`src/source/mem_pkg.sv`:
```
`default_nettype none

package mem_pkg;

    // data width of the core, also the width of one RAM word.
    localparam int xlen = 64;

    // instruction width.
    localparam int inst_width = 32;

    // byte lanes in one doubleword.
    localparam int lane_count = xlen / 8;

    // RAM depth in doublewords.
    localparam int mem_words = 512;

    // word index into the RAM.
    localparam int index_width = $clog2(mem_words);

    // byte address seen at the top level: word index plus lane offset.
    localparam int addr_width = index_width + $clog2(lane_count);

    // access width of a load or store.
    // the encoding follows the width field of the decoder.
    typedef enum logic [1:0] {
        w8  = 2'b00,
        w16 = 2'b01,
        w32 = 2'b10,
        w64 = 2'b11
    } width_op_t;

endpackage

`default_nettype wire
```
`src/source/mem_if.sv`:
```
`default_nettype none

// data-port request, from the store aligner into the RAM.
interface data_req_if;
    import mem_pkg::*;

    logic [index_width-1:0] index;
    logic [lane_count-1:0]  byte_en;
    logic [xlen-1:0]        wdata;
    logic                   wen;
    logic                   ren;

    modport source (
        output index,
        output byte_en,
        output wdata,
        output wen,
        output ren
    );

    modport sink (
        input index,
        input byte_en,
        input wdata,
        input wen,
        input ren
    );

endinterface


`default_nettype wire

```
`src/source/store_align.sv`:
```
`default_nettype none

module store_align (
    input  logic [mem_pkg::addr_width-1:0] addr,
    input  mem_pkg::width_op_t             width,
    input  logic [mem_pkg::xlen-1:0]       store_data,
    input  logic                           store_en,
    input  logic                           load_en,
    data_req_if.source                     req
);
    import mem_pkg::*;

    localparam int offset_width = $clog2(lane_count);

    logic [offset_width-1:0] offset;
    logic [lane_count-1:0]   base_mask;
    logic [2*lane_count-1:0] mask_wide;
    logic [2*xlen-1:0]       data_wide;

    // byte offset inside the doubleword.
    assign offset = addr[offset_width-1:0];

    // lanes touched by an access at offset zero.
    always_comb begin
        case (width)
            w8: begin
                base_mask = 8'h01;
            end
            w16: begin
                base_mask = 8'h03;
            end
            w32: begin
                base_mask = 8'h0f;
            end
            default: begin
                base_mask = 8'hff;
            end
        endcase
    end

    // move mask and data up to the addressed lane.
    // anything pushed past lane 7 falls off, there is no wrap into the next word.
    always_comb begin
        mask_wide = {{lane_count{1'b0}}, base_mask} << offset;
        data_wide = {{xlen{1'b0}}, store_data} << {offset, 3'b000};
    end

    assign req.byte_en = mask_wide[lane_count-1:0];
    assign req.wdata   = data_wide[xlen-1:0];

    // word index from the upper address bits.
    assign req.index = addr[addr_width-1:offset_width];

    // strobes go straight through, the RAM samples them at the edge.
    assign req.wen = store_en;
    assign req.ren = load_en;

endmodule

`default_nettype wire

```
`src/flat_wrapper.sv`:
```
// flat-port wrapper written by rule: the top's interface ports become plain ports
module store_align_flat import mem_pkg::*;
  (addr, width, store_data, store_en, load_en, req_index, req_byte_en, req_wdata, req_wen, req_ren);
  data_req_if req_i ();
  input  logic [mem_pkg::addr_width-1:0] addr;
  input  mem_pkg::width_op_t width;
  input  logic [mem_pkg::xlen-1:0] store_data;
  input  logic store_en;
  input  logic load_en;
  output wire logic [$bits(req_i.index)-1:0] req_index;
  output wire logic [$bits(req_i.byte_en)-1:0] req_byte_en;
  output wire logic [$bits(req_i.wdata)-1:0] req_wdata;
  output wire logic [$bits(req_i.wen)-1:0] req_wen;
  output wire logic [$bits(req_i.ren)-1:0] req_ren;
  assign req_index = req_i.index;
  assign req_byte_en = req_i.byte_en;
  assign req_wdata = req_i.wdata;
  assign req_wen = req_i.wen;
  assign req_ren = req_i.ren;
  store_align u_core (.addr(addr), .width(width), .store_data(store_data), .store_en(store_en), .load_en(load_en), .req(req_i));
endmodule
```
`config.mk`:
```
export PLATFORM = sky130hd
export DESIGN_NAME = store_align_flat
export DESIGN_NICKNAME = d
export VERILOG_FILES = /design/src/source/mem_pkg.sv /design/src/source/mem_if.sv /design/src/source/store_align.sv /design/src/flat_wrapper.sv
export SDC_FILE = /design/constraint.sdc
export NUM_CORES = 1
export LEC_CHECK = 0
export ABC_AREA = 1
export BUFFER_PORTS_ARGS = -buffer_cell sky130_fd_sc_hd__buf_2
export CAP_MARGIN = 20
export CORE_UTILIZATION = 46
export DETAILED_ROUTE_END_ITERATION = 8
export PLACE_DENSITY = 0.95
export SYNTH_ARGS = -nofsm -noshare
export SYNTH_HDL_FRONTEND = slang
export SYNTH_SLANG_ARGS = --single-unit
```
`constraint.sdc`:
```
create_clock -name vclk -period 2.1
set_input_delay 0.105 -clock vclk [all_inputs]
set_output_delay 0.105 -clock vclk [all_outputs]
set_load 0.005 [all_outputs]
```
==> results.cfg <==
[power_and_ir_drop]
leakage_nw = 1.76
vdd_ir_drop_max_v = 0.000195
power_density_nw_per_um2 = 234
power_mw = 0.620

[worst_setup_path]
end_kind = primary output
critPathRequiredTime_ps = 2000
cp_max_fo = 34
arrival_ps = 1450
path_class = primary input to primary output
startpoint_type = primary input

[timing]
setup-tns-final_ps = 0
max_freq_mhz = 642
final.min_clock_period_ps = 1560
timing.final.max_slew_violations = 0
hold_violations = 0
max_slew_margin_pct = 53.7
setup_viol = 0
rsz0062_at_grt = false
worstMarginPinSlew_ps = 693
min_period_over_period_pct = 74.1

[detailed_routing]
routedWlPerCell_um = 13.1
antenna_left = 0
drc = 0
vias_per_cell = 5.59
drtIter0Drc = 531
vias = 3514
drtPass1Iterations = 6
wirelength_mm = 8.22

[synth]
syn_area_um2 = 2130
yosys.area.top_type_share_pct = 38.1
synth_area_per_cell_um2 = 4.48
synthTopCellsByCount = nand2_1, nand3_1, nor2_1
yosysSeqAreaShare_pct = 0
synth_most_common_cell = nand2_1
ys_top_cells_by_area = nand2_1, nand3_1, buf_4
yosys_warnings = 0
netlist_instances = 476
synth_cell_types = 18
synth_fp_nets = 556
yosys.area.top_type = nand2_1

[status]
status = finished clean

[finish]
fin_area_um2 = 2650
drive_above_1_share_pct = 26.7
nClkBuffers = 0
num_antenna_cells = 0
seqCellArea_um2 = 0
layoutNonFillerInstCount = 629
nets = 659
n_sequential_cell = 0
area_growth_syn_to_layout_pct = 24.5

[floorplanning]
start_util_pct = 48.3
row_count = 24
boundaryPins = 163
dieHeight_um = 70.1
die-area_um2 = 4910
die_w_um = 70.1
core-area_um2 = 4410

[placed_design]
dp.cells = 629
placed_cell_area_um2 = 2650
dp_hpwl_mm = 6.06
place.port_buffers = 141
gp_congestion = 0.920

[grt]
first_global_vias = 2867
antenna_found_initial = 0
grt_max_degree = 60
grt_pass1_wl_mm = 13.0
grt_overflow = 0
track_usage_pct = 31.1

[min_path]
hold_class = primary input to primary output
holdPathStages = 0

[clocking]
cts_setup_buffers = 0
cts.repair.resized = 0
postCtsHoldBufs = 0

[flow_run]
maxCapViolCount = 0
## cell type report
cell class | instances | area, um2
Fill cell | 473 | 1760
Inverter | 27 | 104
Multi-Input combinational cell | 403 | 1720
Tap cell | 52 | 65.1
Timing Repair Buffer | 147 | 763
## critical path, cell delays in order
cell and delay, ps:
buf_2 250, inv_2 110, buf_4 320, nand2_2 140, inv_1 100, nand2_2 140
nor2_1 150, buf_2 130
## final timing paths
check                 startpoint      endpoint  slack, ps
worst max-delay path     addr[0]  req_wdata[7]        540
worst min-delay path     addr[3]  req_index[0]        210
## placed cells by master (no fill, tap or decap), drive strengths merged
master	instances
nand2	218
and2	1
nand3	138
buf	147
inv	27
o21ai	8
a21oi	7
nor2	31
## per-layer routing
layer | up-vias | track usage [%] | part of all wire [%]
li1 | 1728 | - | -
met1 | 1518 | 45.1 | 43
met2 | 248 | 48.1 | 44
met3 | 20 | 4.18 | 11
met4 | 0 | 8.00 | 2.1
met5 | - | 0 | 0
## cells by family after synthesis
group           count (synthesis)  share of synthesized area [%]
compound gates                 15                           3.52
buf+inv                        73                           19.2
simple gates                  388                           77.3
## power breakdown
group	internal, mW	switching (mW)
Combinational	0.244	0.376
Clock	0	0
Sequential	0	0
## stage by stage
step	setup slack (ps)	utilization (%)	hold slack (ps)
floorplan	1240	-	281
global placement	602	60.1	210
detailed placement	571	60.1	210
CTS	556	60.1	210
global route	398	60.1	210
finish	543	60.1	210
Note: power is estimated with default switching activity, not from simulation.
