<file path="config.mk">
export PLATFORM = sky130hd
export DESIGN_NAME = load_align_flat
export DESIGN_NICKNAME = d
export VERILOG_FILES = /design/src/source/mem_pkg.sv /design/src/source/mem_if.sv /design/src/source/load_align.sv /design/src/flat_wrapper.sv
export SDC_FILE = /design/constraint.sdc
export NUM_CORES = 1
export LEC_CHECK = 0
export ABC_AREA = 1
export BUFFER_PORTS_ARGS = -buffer_cell sky130_fd_sc_hd__clkbuf_2
export CORE_AREA = 3 3 90 92
export DETAILED_ROUTE_END_ITERATION = 10
export DIE_AREA = 0 0 93 95
export PLACE_DENSITY_LB_ADDON = 0.1
export SYNTH_ARGS = -nofsm -noshare
export SYNTH_HDL_FRONTEND = slang
export SYNTH_SLANG_ARGS = --single-unit
</file>
<file path="constraint.sdc">
create_clock -name clk -period 2.4 [get_ports clk]
set_input_delay 0.48 -clock clk [delete_from_list [all_inputs] [get_ports clk]]
set_output_delay 0.48 -clock clk [all_outputs]
set_load 0.01 [all_outputs]
</file>
<file path="src/source/mem_pkg.sv">
`default_nettype none

package mem_pkg;

    // data width of the core, also the width of one RAM word.
    localparam int xlen = 64;

    // instruction width.
    localparam int inst_width = 32;

    // byte lanes in one doubleword.
    localparam int lane_count = xlen / 8;

    // RAM depth in doublewords.
    localparam int mem_words = 512;

    // word index into the RAM.
    localparam int index_width = $clog2(mem_words);

    // byte address seen at the top level: word index plus lane offset.
    localparam int addr_width = index_width + $clog2(lane_count);

    // access width of a load or store.
    // the encoding follows the width field of the decoder.
    typedef enum logic [1:0] {
        w8  = 2'b00,
        w16 = 2'b01,
        w32 = 2'b10,
        w64 = 2'b11
    } width_op_t;

endpackage

`default_nettype wire
</file>
<file path="src/source/mem_if.sv">
`default_nettype none


// lane context of a load and a fetch, needed again when the RAM answers.
interface lane_ctx_if;
    import mem_pkg::*;

    logic [$clog2(lane_count)-1:0] offset;
    width_op_t                     width;
    logic                          ren;
    logic                          pc_half;

    modport sink (
        input offset,
        input width,
        input ren,
        input pc_half
    );

endinterface

`default_nettype wire

</file>
<file path="src/source/load_align.sv">
`default_nettype none

module load_align (
    input  logic                           clk,
    input  logic                           reset,
    lane_ctx_if.sink                       ctx,
    input  logic [mem_pkg::xlen-1:0]       rdata,
    input  logic [mem_pkg::xlen-1:0]       iword,
    output logic [mem_pkg::xlen-1:0]       load_data,
    output logic                           load_valid,
    output logic [mem_pkg::inst_width-1:0] inst
);
    import mem_pkg::*;

    localparam int offset_width = $clog2(lane_count);

    logic [offset_width-1:0] offset_q;
    width_op_t               width_q;
    logic                    pc_half_q;
    logic                    load_seen;
    logic                    fetch_seen;
    logic [7:0]              byte_slice;
    logic [15:0]             half_slice;
    logic [31:0]             word_slice;
    logic [xlen-1:0]         load_ext;

    // control state.
    // load_seen and fetch_seen keep the outputs at zero until the RAM has answered once.
    always_ff @(posedge clk) begin
        if (reset) begin
            load_valid <= 1'b0;
            load_seen  <= 1'b0;
            fetch_seen <= 1'b0;
        end else begin
            load_valid <= ctx.ren;
            fetch_seen <= 1'b1;
            if (ctx.ren) begin
                load_seen <= 1'b1;
            end
        end
    end

    // lane context, captured at the same edge the RAM reads.
    // offset and width only move with a load so they stay matched to the held rdata.
    always_ff @(posedge clk) begin
        pc_half_q <= ctx.pc_half;
        if (ctx.ren) begin
            offset_q <= ctx.offset;
            width_q  <= ctx.width;
        end
    end

    // candidate slices, halves and words use the aligned position below the offset.
    assign byte_slice = rdata[{offset_q, 3'b000} +: 8];
    assign half_slice = rdata[{offset_q[offset_width-1:1], 4'b0000} +: 16];
    assign word_slice = rdata[{offset_q[offset_width-1], 5'b00000} +: 32];

    // zero-extend the slice picked by the width.
    always_comb begin
        case (width_q)
            w8: begin
                load_ext = {{(xlen-8){1'b0}}, byte_slice};
            end
            w16: begin
                load_ext = {{(xlen-16){1'b0}}, half_slice};
            end
            w32: begin
                load_ext = {{(xlen-32){1'b0}}, word_slice};
            end
            default: begin
                load_ext = rdata;
            end
        endcase
    end

    // the held value lives in the RAM read register; this only picks lanes from it.
    assign load_data = load_seen ? load_ext : '0;

    // instruction half chosen by pc bit 2.
    assign inst = !fetch_seen ? '0 :
                  pc_half_q   ? iword[xlen-1:inst_width] :
                                iword[inst_width-1:0];

endmodule

`default_nettype wire

</file>
<file path="src/flat_wrapper.sv">
// flat-port wrapper written by rule: the top's interface ports become plain ports
module load_align_flat import mem_pkg::*;
  (clk, reset, rdata, iword, load_data, load_valid, inst, ctx_offset, ctx_width, ctx_ren, ctx_pc_half);
  lane_ctx_if ctx_i ();
  input  logic clk;
  input  logic reset;
  input  logic [mem_pkg::xlen-1:0] rdata;
  input  logic [mem_pkg::xlen-1:0] iword;
  output logic [mem_pkg::xlen-1:0] load_data;
  output logic load_valid;
  output logic [mem_pkg::inst_width-1:0] inst;
  input wire logic [$bits(ctx_i.offset)-1:0] ctx_offset;
  input wire logic [$bits(ctx_i.width)-1:0] ctx_width;
  input wire logic [$bits(ctx_i.ren)-1:0] ctx_ren;
  input wire logic [$bits(ctx_i.pc_half)-1:0] ctx_pc_half;
  assign ctx_i.offset = ctx_offset;
  assign ctx_i.width = ctx_width;
  assign ctx_i.ren = ctx_ren;
  assign ctx_i.pc_half = ctx_pc_half;
  load_align u_core (.clk(clk), .reset(reset), .ctx(ctx_i), .rdata(rdata), .iword(iword), .load_data(load_data), .load_valid(load_valid), .inst(inst));
endmodule
</file>
==> qor.txt <==
Setup crit start kind = flip-flop
Worst path slowest cell = edfxtp_1
crit-path cells = nor2_4 -> nand2_1 -> nand2_1 -> inv_2 -> nor2_1 -> nor2_1 -> a21oi_1 -> clkbuf_2
YS warnings = 0
IO Port Bufs = 233
largest cells by area after synthesis = nand2_1 20%, o21ai_0 16%, nor2_1 15%
post-route design area = 0.00411 mm^2
count of different cell masters after synthesis = 21
Setup TNS = 0 ps
largest net degree at the start of global routing = 45
clock tree root buffer cell = clkbuf_8
IO Count = 234
die height = 95 um
Hold Path Class = primary input to flip-flop
Largest stage delay, worst path = 500 ps
first drt pass iteration count = 4
unrepaired setup endpoints after global routing = false
worst skew pair latency = 230 ps
Post-synth EDFFs = 5
setup bufs post-CTS = 0
mean number of vias per cell = 4.93
number of synthesized register bits = 9
routed len/inst = 13.8 um
DIE AREA = 0.00884 mm^2
vias in the first global route = 4199
CP max FO = 8
post_cts resized = 0
Slew Viols, Final = 0
CTS Sinks = 9
Peak VDD IR = 536 uV
total congestion overflow = 0
Detail Placement HPWL = 10400 um
most frequent cell after synthesis = nand2_1
Yosys top cell by area = nand2_1
Final Cycle Share = 94.9%
row count = 31
core area = 0.00729 mm^2
ys async rst share = 0%
element type at the critical path end = primary output
Die X-Extent = 93 um
relative slew slack = 72.0%
CTS tree = yes
Post-route DRC = 0
drt initial violations = 267
layout cells sized above 1 = 35.1%
CTS Hold Bufs = 0
Post-Syn Instances = 596
cell area after synthesis = 0.00280 mm^2
htree depth = 1
Tot GR Track Use = 26.7%
syn nets = 733
gpl congestion = 0.929
initial antenna violation count = 0
Final Setup Violations = 0
final hold viol count = 0
via count = 4488
leakage = 2.49 nW
required time worst endpoint = 1920 ps
diode count = 0
status = finished clean
most frequent cells after synthesis = 152 x nand2_1, 111 x nor2_1, 91 x o21ai_0
Seq/Total Area, Yosys = 8.21%
max_cap viols = 0
Max clock buf depth = 2
Cell Area, Placed = 0.00406 mm^2
Syn Area/Cell = 4.70 um^2
first-pass GRT wire length = 19400 um
f_max = 439 MHz
Initial Util = 38.5%
Layout Skew = 0 ps
top-area cell type share of the netlist area = 20.3%
Post-layout nets = 949
Final Critical Period = 2280 ps
area grow syn2layout = 46.5%
P per Cell Area = 282 mW/mm^2
TritonCTS Buffers = 3
kind of critical path = flip-flop to primary output
Top FF cell, synth = edfxtp_1
Critical Path AT = 1800 ps
worst-margin pin slew = 419 ps
WL final = 12500 um
clock transition at the registers of the reported paths = 50 ps
antenna-violating nets left = 0
[metal layers]
metal	GRT usage [%]	up-vias	routed length, um
li1	-	2319	-
met5	0	-	0
met1	32.2	1958	5030
met3	2.87	24	835
met2	49.7	187	6360
met4	8.06	0	289
[logic make-up (layout without fill, tap and decap cells)]
group           Yosys count  after routing  synth area share, %
simple gates            348            348                 51.8
buf+inv                 111            326                 16.6
flops                     9              9                 8.21
compound gates          128            128                 23.4
[cell usage in the layout, fill, tap and decap left out]
master and instances:
clkbuf_1 1, nor3_1 1, dfxtp_1 4, edfxtp_1 5
buf_12 2, nand2_2 3, nor2_2 20, buf_4 17
clkbuf_8 3, o21a_1 1, o21ai_0 91, nand2_1 151
o22ai_1 10, inv_2 5, inv_1 64, a21oi_1 26
clkbuf_2 233, clkinv_1 1, nor2_4 2, nor2_1 111
nand3_1 60
[worst max-delay path, delay by kind of cell, from the launching register on]
family | cells | cell delay [ps]
flops | 1 | 500
compound gates | 1 | 190
simple gates | 5 | 580
buf+inv | 2 | 290
[worst paths after layout]
path	slack (ps)	depth (start not counted)	from	end
min reg2reg	850	3	u_core.load_seen	u_core.load_seen
max	120	8	u_core.width_q[1]	load_data[7]
max reg2reg	1390	3	u_core.load_seen	u_core.load_seen
min	350	1	ctx_pc_half	u_core.pc_half_q
[per-stage QoR]
stage,util (%),power [mW],setup slack (ps),hold WS (ps),cells
2_1_floorplan,-,0.659,681,508,596
3_3_place_gp,55.7,0.976,394,584,906
3_5_place_dp,55.7,0.982,406,584,906
4_1_cts,56.3,1.16,152,343,910
5_1_grt,56.3,1.27,19.3,345,910
6_report,56.3,1.16,122,347,910
[where the power goes]
part | leakage [nW] | switching, mW | internal (mW) | total (mW)
sequential | 0.0825 | 0.0118 | 0.175 | 0.187
combinational | 2.38 | 0.486 | 0.310 | 0.795
clock | 0.0228 | 0.0604 | 0.116 | 0.176
[sequential cells by signal (all words and copies together) (netlist names)]
signal,cells
u_core.fetch_seen,1
u_core.load_seen,1
u_core.load_valid,1
u_core.offset_q,3
u_core.pc_half_q,1
u_core.width_q,2
[final cells by class]
cell class	count	area [um^2]
Timing Repair Buffer	252	1330
Multi-Input combinational cell	476	2110
Tap cell	99	124
Inverter	70	263
Sequential cell	9	230
Fill cell	836	3190
Clock buffer	4	45.0
Power figures use the tool's default switching activity.
